File: src/hdl/display_pkg.sv
// ----------------------------------------------------------
// shared pixel, address and bus types for the display frame
// store. modules refer to them by scoped names.
// ----------------------------------------------------------
`default_nettype none

package display_pkg;

  localparam int PIXEL_BITS = 4;        // one nibble per pixel.
  localparam int PIXELS_PER_WORD = 8;   // 8 nibbles fill a 32-bit word.
  localparam int PIXEL_ADDR_BITS = 18;  // covers 640 x 400 pixels.

  typedef logic [PIXEL_BITS-1:0] pixel_t;
  typedef logic [PIXEL_ADDR_BITS-1:0] pixel_addr_t;  // raster-order pixel index.
  typedef logic [PIXEL_BITS*PIXELS_PER_WORD-1:0] ram_word_t;

  // pixel writer strobe into the back buffer
  typedef struct packed {
    logic        enable;
    pixel_addr_t address;
    pixel_t      data;
  } pixel_write_t;

  typedef struct packed {
    logic        write_enable;
    pixel_addr_t address;     // shared by the write and the read.
    pixel_t      write_data;
  } ram_port_t;

  typedef struct packed {
    logic   valid;
    logic   line_start;       // first active pixel of a line.
    logic   frame_start;      // first active pixel of a frame.
    pixel_t data;
  } pixel_stream_t;

  typedef enum logic {
    BUFFER_A,
    BUFFER_B
  } buffer_sel_t;

endpackage

`default_nettype wire

File: src/hdl/raster_scanner.sv
// ----------------------------------------------------------
// raster timing for the front buffer. makes the read address
// and the valid, line and frame markers aligned to read data.
// ----------------------------------------------------------
`timescale 1ns/1ps
`default_nettype none

module raster_scanner #(
  parameter int H_ACTIVE = 640,
  parameter int V_ACTIVE = 400,
  parameter int H_TOTAL  = 800,
  parameter int V_TOTAL  = 450
) (
  input  logic                     clock_in,
  input  logic                     reset_n_in,
  output display_pkg::pixel_addr_t read_address,
  output logic                     valid,
  output logic                     line_start,
  output logic                     frame_start
);

  localparam int H_BITS = $clog2(H_TOTAL);
  localparam int V_BITS = $clog2(V_TOTAL);
  localparam logic [H_BITS-1:0] H_LAST = H_BITS'(H_TOTAL - 1);
  localparam logic [V_BITS-1:0] V_LAST = V_BITS'(V_TOTAL - 1);
  localparam display_pkg::pixel_addr_t LAST_PIXEL =
    display_pkg::pixel_addr_t'(H_ACTIVE * V_ACTIVE - 1);

  logic [H_BITS-1:0] h_count;
  logic [V_BITS-1:0] v_count;
  logic              active;
  logic [2:0]        valid_pipe;  // 3 stages match the buffer read path.
  logic [2:0]        line_pipe;
  logic [2:0]        frame_pipe;

  assign active = (h_count < H_BITS'(H_ACTIVE)) && (v_count < V_BITS'(V_ACTIVE));

  always_ff @(posedge clock_in) begin
    if (!reset_n_in) begin
      h_count      <= '0;
      v_count      <= '0;
      read_address <= '0;
      valid_pipe   <= '0;
      line_pipe    <= '0;
      frame_pipe   <= '0;
    end else begin
      if (h_count == H_LAST) begin
        h_count <= '0;
        v_count <= (v_count == V_LAST) ? '0 : v_count + 1'b1;
      end else begin
        h_count <= h_count + 1'b1;
      end
      // the address holds the next line start across horizontal blanking,
      // so it reads zero only between the last and first pixel of a frame
      if (active) begin
        read_address <= (read_address == LAST_PIXEL) ? '0 : read_address + 1'b1;
      end
      valid_pipe <= {valid_pipe[1:0], active};
      line_pipe  <= {line_pipe[1:0], active && (h_count == '0)};
      frame_pipe <= {frame_pipe[1:0], active && (h_count == '0) && (v_count == '0)};
    end
  end

  assign valid       = valid_pipe[2];
  assign line_start  = line_pipe[2];
  assign frame_start = frame_pipe[2];

endmodule

`default_nettype wire

File: config.mk
export PLATFORM = sky130hd
export DESIGN_NAME = raster_scanner
export DESIGN_NICKNAME = d
export VERILOG_FILES = /design/src/hdl/display_pkg.sv /design/src/hdl/raster_scanner.sv
export SDC_FILE = /design/constraint.sdc
export NUM_CORES = 1
export LEC_CHECK = 0
export BUFFER_PORTS_ARGS = -buffer_cell sky130_fd_sc_hd__buf_2
export CORE_ASPECT_RATIO = 0.9
export CORE_MARGIN = 2
export CORE_UTILIZATION = 62
export CTS_CLUSTER_DIAMETER = 40
export DETAILED_ROUTE_END_ITERATION = 10
export PLACE_DENSITY = 0.84
export SYNTH_ARGS = -nofsm -noshare
export SYNTH_HDL_FRONTEND = slang
export SYNTH_SLANG_ARGS = --single-unit
export TNS_END_PERCENT = 1
File: constraint.sdc
create_clock -name clock_in -period 5.2 [get_ports clock_in]
set_clock_uncertainty 0.15 [all_clocks]
set_input_delay 0.26 -clock clock_in [delete_from_list [all_inputs] [get_ports clock_in]]
set_output_delay 0.26 -clock clock_in [all_outputs]
set_load 0.01 [all_outputs]
Word level (Yosys, flattened, before mapping)
Index checks and enable logic that the tools add are counted.
{"block": "totals", "reg_bits": 46, "in_bits": 2, "out_inout_bits": 21}
{"block": "classes", "add_sub_neg": 3, "magnitude_cmp": 2, "eq_ne": 3, "mux": 2, "bitwise_logic": 1, "n_reduce_logical": 6}
{"cell": "adder 18 x 1 -> 18 bit, second input constant", "count": 1}
{"cell": "== test 18 bit, second input constant", "count": 1}
{"cell": "2-to-1 mux 18 bit", "count": 1}
{"cell": "adder 10 x 1 -> 10 bit, second input constant", "count": 1}
{"cell": "== test 10 bit, second input constant", "count": 1}
{"cell": "zero test 10 bit", "count": 1}
{"cell": "less-than comparator 10 bit, second input constant", "count": 1}
{"cell": "adder 9 x 1 -> 9 bit, second input constant", "count": 1}
{"cell": "== test 9 bit, second input constant", "count": 1}
{"cell": "zero test 9 bit", "count": 1}
{"cell": "less-than comparator 9 bit, second input constant", "count": 1}
{"cell": "2-to-1 mux 9 bit", "count": 1}
{"cell": "logical AND 1 bit", "count": 3}
{"cell": "OR reduction 2 bit", "count": 1}
{"cell": "NOT 1 bit", "count": 1}

Logic depth before layout (Yosys ltp)
Gate-level depths: netlist of the first run.
{"block": "depth", "ltp_word": 4, "ltp_mapped": 6}

Worst setup path before layout of the first run
OpenSTA, ideal clock, no wires.
{"block": "synth_path", "path_kind": "reg-to-reg", "from": "register read_address[0]", "to": "register read_address[16]", "t_arrival_ns": 1.857, "slack_ns": 3.064, "path_stages_with_launch": 7, "synth_period_minus_slack_ns": 2.136, "path_cell_list": "dfxtp_1 ha_1 nand2_1 or4_1 o31ai_2 buf_2 a21oi_1"}
{"block": "synth_via", "elab_chain_cells": 2}
{"element": "from (decl)", "line": "raster_scanner.sv:16", "source": "output display_pkg::pixel_addr_t read_address,"}
{"element": "from (signal assigned)", "line": "raster_scanner.sv:56", "source": "read_address <= (read_address == LAST_PIXEL) ? '0 : read_address + 1'b1;"}
{"element": "adder 18 x 1 -> 18 bit or == test 18 bit (tied branches)", "line": "raster_scanner.sv:56"}
{"element": "2-to-1 mux 18 bit (*)", "line": "raster_scanner.sv:56"}
Mark *: on every way between the ends. The rest lies on a longest branch, timed or not.
A chain may end at the register's enable or synchronous reset.

Final worst setup path of the first run
{"block": "layout_path", "from": "register read_address[0]", "to": "register read_address[3]"}
Same word-level chain as after synthesis.

==> results of run 1 <==
[sequential cells by signal, summed over array words and instances, names as in the netlist]
signal,flops
valid_pipe,3
line_pipe,3
frame_pipe,3
v_count,9
h_count,10
read_address,18
[how the worst max path moves through the flow]
stage,from,end,cells after the start
after floorplan,read_address[0],read_address[16],6
after global placement,read_address[0],read_address[7],5
after detailed placement,read_address[0],read_address[5],5
after CTS,read_address[0],read_address[3],5
after global routing,read_address[0],read_address[2],5
final,read_address[0],read_address[3],5
[power by group]
group,switching [mW],leakage [nW],internal (mW)
Sequential,0.00672,0.374,0.360
Combinational,0.0144,0.420,0.00964
Clock,0.119,0.0472,0.107
[logic make-up (layout without fill, tap and decap cells)]
kind of cell | after synthesis | count (layout)
AO/OA/AOI/OAI | 39 | 39
XOR/XNOR | 16 | 16
adder cells (fa/ha/maj) | 6 | 6
buffers and inverters | 15 | 41
flip-flops | 46 | 46
AND/OR/NAND/NOR | 118 | 118
[per-stage QoR]
stage | setup WS (ps) | area [µm²] | util, % | total power, mW
2_1_floorplan | 3060 | 2120 | - | 0.390
3_3_place_gp | 2720 | 2270 | 68.2 | 0.398
3_5_place_dp | 2620 | 2270 | 68.2 | 0.399
4_1_cts | 2590 | 2360 | 71.0 | 0.621
5_1_grt | 2390 | 2360 | 71.0 | 0.641
6_report | 2570 | 2360 | 71.0 | 0.617
[worst register-to-register path, delay by kind of cell, from the launching register on]
family | cells | cell delay [ps]
and+or+nand+nor | 3 | 840
AOI/OAI and AO/OA | 1 | 840
DFF | 1 | 440
adders and majority gates | 1 | 220
[routing by layer]
layer / part of all wire [%] / track usage (%) / vias up
li1: - / - / 936
met1: 49 / 36.3 / 877
met2: 44 / 36.8 / 49
met3: 5.1 / 5.13 / 9
met4: 2.0 / 8.04 / 0
met5: 0 / 0 / -
[area by class of cell]
class | instances | area, µm²
timing repair buffer | 22 | 110
fill | 275 | 965
multi-input combinational | 179 | 1140
inverter | 11 | 41.3
clock buffer | 6 | 82.6
sequential | 46 | 921
clock inverter | 2 | 12.5
tap | 44 | 55.1
[cells in the final DEF (no fill, tap or decap), types with 2 or more instances in the layout]
master | synthesis | layout
and2_1 | 8 | 8
o21ai_0 | 8 | 8
ha_1 | 6 | 6
or3_1 | 9 | 9
a21oi_1 | 15 | 15
nor4b_1 | 3 | 3
and4_1 | 2 | 2
nand3_1 | 20 | 20
buf_2 | 2 | 22
xnor2_1 | 11 | 11
nand4_1 | 10 | 10
or4_1 | 6 | 6
dfxtp_1 | 46 | 46
xor2_1 | 5 | 5
nor4_1 | 8 | 8
nor2_1 | 22 | 22
nand2b_1 | 2 | 2
inv_1 | 10 | 10
clkbuf_8 | 0 | 6
nor3_1 | 2 | 2
nand2_1 | 14 | 14
o31ai_1 | 4 | 4
or2_2 | 3 | 3
and3_1 | 5 | 5
[Yosys cell counts (all sizes together) (2+ instances only)]
cell type and number:
nor4 8, and2 8, o31ai 5, nand2 14, inv 10, nand2b 2
nor4b 3, or4 6, nor3 2, and3 5, and4 2, clkbuf 2
buf 2, xnor2 11, nand3 20, a21oi 15, nor2 22, nand4 10
or3 10, dfxtp 46, xor2 5, or4b 2, o21ai 8, or2 3
ha 6
==> out/metrics.csv, run 1 <==
metric;value;unit
status;finished clean;
worst hold-check path type;primary input to flip-flop;
largest net degree at the start of global routing;16;
Tightest Pin Transition;996;ps
Antenna Nets Post-Route;0;
Mapped Area;2120;µm²
Max Cap Viol;0;
Buffers & Inverters on Critical Path;0;
vias per cell;6.04;
Fmax achieved;380;MHz
Root Driver;clkbuf_8;
pwr dens;261;nW/µm²
number of global-route vias before repair;1615;
WHS Endpoint;read_address[11];
max incr delay on CP;840;ps
R2R Path End;read_address[3];
Max VDD drop;0.250;mV
Post-Syn Nets;248;
antenna cell count;0;
TritonCTS clock tree;built;
Post-Place Cells;302;
Core Footprint;3330;µm²
post-synth top area cell;dfxtp_1;
CTS buffer count;5;
Post-synth EDFFs;0;
ys async rst share;0;%
Starting Density;63.7;%
largest family of logic cells by synthesized area;simple AND/OR/NAND/NOR gates;
Yosys cell types;41;
ys flop type;dfxtp_1;
postcts setup bufs;0;
Mapped Cells;240;
mux contribution to synthesized area;0;%
CP startpoint kind;flip-flop;
post-DP HPWL;3170;µm
dominant cells by area after synthesis;dfxtp_1 43%, nand3_1 4.7%, xnor2_1 4.5%, nor2_1 3.9%, a21oi_1 3.5%;
area share of and/or/nand/nor cells after synthesis;30.9;%
initial antenna violation count;0;
later-pin clock latency in the skew report;300;ps
Non-Filler Instances;310;
vias;1871;
Syn. warnings;0;
WL/cell;14.4;µm
sequential area share after synthesis;43.4;%
P&R area growth vs syn;11.4;%
RSZ-0062 raised after global routing;false;
number of setup violations in the final report;0;
Tmin final;2630;ps
Final Cycle Share;50.6;%
Hold Slack;189;ps
Critical Path, Cell by Cell;ha_1, nand2_1, or4_1, o31ai_2, nor2_1;
leak pwr;0.841;nW
Worst Reg-to-Reg Cells;5;
top-area cell type share of the netlist area;43.4;%
grt ovf;0;
post-cts gate resize count;0;
Clock H-tree levels;2;
Max Slew Vio Count;0;
slew margin rel.;33.2;%
TNS Setup;0;ps
crit path kind;flip-flop to flip-flop;
IO Count;23;
Critical Path Sink Type;flip-flop;
Nets;273;
mean cell area of the mapped netlist;8.84;µm²
GRT Total Usage;24.9;%
Port Buffers;22;
WHS Path Cells;2;
Core Rows;20;
min-delay src;reset_n_in;
Residual DRC;0;
WP data required;5200;ps
xor and xnor fraction of the mapped netlist area;6.61;%
TritonCTS Sinks;46;
reg-to-reg slack, setup;2570;ps
post-synthesis adder-cell area fraction;3.54;%
RR Startpoint;read_address[0];
Slowest cell on crit path;o31ai_2;
WP data arrival;2630;ps
FF+latch count, synth;46;
maximum fanout along the worst path;14;
Hold Buf Count CTS;0;
Clock Path Buffers;2;
die width;65.7;µm
final hold vios;0;
compound-gate portion of the synthesized area;12.8;%
initial drt markers;147;
CP delay by family, top;simple AND/OR/NAND/NOR gates;
DRT Pass-1 Iters;4;
global-route wire length before repair;7510;µm
Clock Pin Slew Worst Setup and Hold Paths;90;ps
layout cells sized above 1;14.3;%
die footprint;3910;µm²
GP Congestion;0.903;
die height;59.5;µm
Routed WL;4470;µm
Note: power is estimated with default switching activity, not from simulation.
==> run 2: changes to the inputs <==
ABC_AREA = 1   (was not set)
CORE_UTILIZATION = 53   (was 62)
PLACE_DENSITY = 0.76   (was 0.84)
clock period = 2.3 ns   (was 5.2 ns; I/O delays follow)
==> run 2 against run 1 <==
Net effect:
- synthesized area up 10%
- die area is 27% higher
- sequential power is 130% higher
- clock power increased to 2.7 times the previous value
- combinational power grew to 2.9 times the previous value
- hold slack improved by 78 ps
- non-clock buffer count rose by 1
- critical endpoint is now v_count[3]
- design area increased by 11%
- critical path depth grew 3
- first-iteration DRC count decreased by 1.4%
- register-to-register slack got worse by 2100 ps
- power increased by 150%
==> out/metrics.csv, run 2 <==
metric;value;unit;change
initial drt markers;145;;was 147
CTS buffer count;5;;unchanged
most used cell, CP;nand2_1;;
slew margin rel.;73.4;%;was 33.2%
vias per cell;4.76;;was 6.04
post-cts gate resize count;0;;unchanged
GP Congestion;0.905;;was 0.903
dominant cells by area after synthesis;dfxtp_1 39%, nand2_1 13%, inv_1 8.8%, nor2_1 7.9%, nand3_1 4.7%;;was dfxtp_1 43%, nand3_1 4.7%, xnor2_1 4.5%, nor2_1 3.9%, a21oi_1 3.5%
Tmin final;1870;ps;was 2630 ps
most common cell after layout, fill and taps aside;nand2_1;;was dfxtp_1
postcts setup bufs;0;;unchanged
Tightest Pin Transition;398;ps;was 996 ps
pwr dens;577;nW/µm²;was 261 nW/µm²
Yosys cell types;34;;was 41
Post-Syn Nets;337;;was 248
number of global-route vias before repair;1843;;was 1,615
WHS Path Cells;2;;unchanged
sequential area share after synthesis;39.5;%;was 43.4%
Core Rows;22;;was 20
R2R Path End;v_count[3];;was read_address[3]
Clock H-tree levels;2;;unchanged
die width;73.9;µm;was 65.7 µm
status;finished clean;;unchanged
P&R area growth vs syn;12.5;%;was 11.4%
post-synth top area cell;dfxtp_1;;unchanged
Syn. warnings;0;;unchanged
most common cell in the netlist;nand2_1;;was dfxtp_1
post-DP HPWL;3270;µm;was 3170 µm
min-delay src;frame_pipe[1];;was reset_n_in
Antenna Nets Post-Route;0;;unchanged
Starting Density;56.1;%;was 63.7%
global-route wire length before repair;7980;µm;was 7510 µm
commonest non-fill, non-tap cells in the layout;81 x nand2_1, 55 x inv_1, 49 x nor2_1, 46 x dfxtp_1;;was 46 x dfxtp_1, 22 x nor2_1, 22 x buf_2, 20 x nand3_1, 15 x a21oi_1
vias;1983;;was 1,871
ys async rst share;0;%;unchanged
later-pin clock latency in the skew report;300;ps;about the same
number of setup violations in the final report;0;;unchanged
largest net degree at the start of global routing;16;;unchanged
crit path kind;flip-flop to flip-flop;;unchanged
FF+latch count, synth;46;;unchanged
Mapped Area;2330;µm²;was 2120 µm²
Port Buffers;22;;unchanged
Largest Register;read_address;;unchanged
Slowest cell on crit path;dfxtp_1;;was o31ai_2
DRT Pass-1 Iters;4;;unchanged
Routed WL;4460;µm;was 4470 µm
RSZ-0062 raised after global routing;false;;unchanged
WHS Endpoint;frame_pipe[2];;was read_address[11]
Critical Path, Cell by Cell;ha_1, nand2_1, nor2_2, nand4_4, nand2_2, nand2_1, o21ai_0, a21oi_1;;was ha_1, nand2_1, or4_1, o31ai_2, nor2_1
Hold Slack;267;ps;was 189 ps
most common library cells after synthesis;81 x nand2_1, 55 x inv_1, 49 x nor2_1, 46 x dfxtp_1, 22 x nand3_1;;was 46 x dfxtp_1, 22 x nor2_1, 20 x nand3_1, 15 x a21oi_1, 14 x nand2_1
reg-to-reg slack, setup;430;ps;was 2570 ps
Max Slew Vio Count;0;;unchanged
die footprint;4950;µm²;was 3910 µm²
GRT Total Usage;20.7;%;was 24.9%
WL/cell;10.7;µm;was 14.4 µm
Root Driver;clkbuf_8;;unchanged
top-area cell type share of the netlist area;39.5;%;was 43.4%
Clock Path Buffers;2;;unchanged
Top Registers;read_address x18, h_count x10, v_count x9;;unchanged
Critical Path Start;h_count[0];;was read_address[0]
CP startpoint kind;flip-flop;;unchanged
TritonCTS Sinks;46;;unchanged
grt ovf;0;;unchanged
layout cells sized above 1;14.3;%;unchanged
ys flop type;dfxtp_1;;unchanged
Mapped Cells;329;;was 240
IO Count;23;;unchanged
Fmax achieved;536;MHz;was 380 MHz
antenna cell count;0;;unchanged
initial antenna violation count;0;;unchanged
TNS Setup;0;ps;unchanged
Worst Reg-to-Reg Cells;8;;was 5
Max VDD drop;0.387;mV;was 0.250 mV
Final Cycle Share;81.1;%;was 50.6%
worst hold-check path type;flip-flop to flip-flop;;was primary input to flip-flop
Max Cap Viol;0;;unchanged
mean cell area of the mapped netlist;7.09;µm²;was 8.84 µm²
Post-synth EDFFs;0;;unchanged
leak pwr;1.21;nW;was 0.841 nW
layout filler cell count;376;;was 275
Critical Path Sink Type;flip-flop;;unchanged
TritonCTS clock tree;built;;unchanged
Core Footprint;4160;µm²;was 3330 µm²
final hold vios;0;;unchanged
WP data required;2340;ps;was 5200 ps
RR Startpoint;h_count[0];;was read_address[0]
Residual DRC;0;;unchanged
max incr delay on CP;400;ps;was 840 ps
die height;67.0;µm;was 59.5 µm
maximum fanout along the worst path;14;;unchanged
Nets;364;;was 273
WP data arrival;1900;ps;was 2630 ps
number of flip-flops in the largest register;18;;unchanged
Clock Pin Slew Worst Setup and Hold Paths;90;ps;about the same
[run 2: worst max-delay path: cells and delay by family (launching register included)]
kind / cells / cell delay (ps)
flops: 1 / 400
compound gates: 2 / 160
simple gates: 5 / 860
fa+ha+maj: 1 / 190
[run 2: layer usage]
layer	vias to the layer above	GRT usage (%)	part of all wire, %
met5	-	0	0
met4	0	5.91	0.76
met3	5	4.69	5.0
met2	46	31.8	43
met1	857	29.0	52
li1	1075	-	-
[run 2: cell type report]
class | instances | area (µm²) | area share, %
repair buffers | 23 | 120 | 4.58
clock inverters | 3 | 43.8 | 1.67
multi-input cells | 225 | 1190 | 45.3
inverters | 55 | 206 | 7.86
flip-flops and latches | 46 | 921 | 35.1
well taps | 60 | 75.1 | 2.86
clock buffers | 5 | 68.8 | 2.62
[run 2: stage by stage]
step / cell area, µm² / power [mW] / worst slack (ps) / utilization [%] / cells
5_1_grt: 2630 / 1.57 / 233 / 63.2 / 417
2_1_floorplan: 2330 / 0.893 / 719 / - / 329
3_5_place_dp: 2500 / 0.915 / 444 / 60.2 / 408
3_3_place_gp: 2500 / 0.914 / 528 / 60.2 / 408
6_report: 2630 / 1.51 / 434 / 63.2 / 417
4_1_cts: 2630 / 1.53 / 423 / 63.2 / 417
[run 2: what timing repair did]
item                                    in CTS  in global routing
endpoints found under the hold margin        5                  0
endpoints found under the setup margin       0                  0
hold buffers                                 1                  0
[run 2: logic make-up (layout without fill, tap and decap cells)]
logic type	count (synthesis)	count (layout)	share of synthesized area (%)
compound gates	21	21	6.06
xor+xnor	9	9	3.38
fa+ha+maj	6	6	3.22
buf+inv	58	86	9.54
flops	46	46	39.5
simple gates	189	189	38.3
[run 2: worst max path at each step]
stage | endpoint | slack, ps | depth (start not counted)
2_1_floorplan | read_address[3] | 720 | 8
3_3_place_gp | v_count[3] | 530 | 8
3_5_place_dp | v_count[3] | 440 | 8
4_1_cts | v_count[3] | 420 | 8
5_1_grt | v_count[3] | 230 | 8
6_report | v_count[3] | 430 | 8
[run 2: power by group]
group	total, mW	switching (mW)	internal [mW]
Combinational	0.0692	0.0433	0.0259
Clock	0.616	0.290	0.326
Sequential	0.829	0.0129	0.816
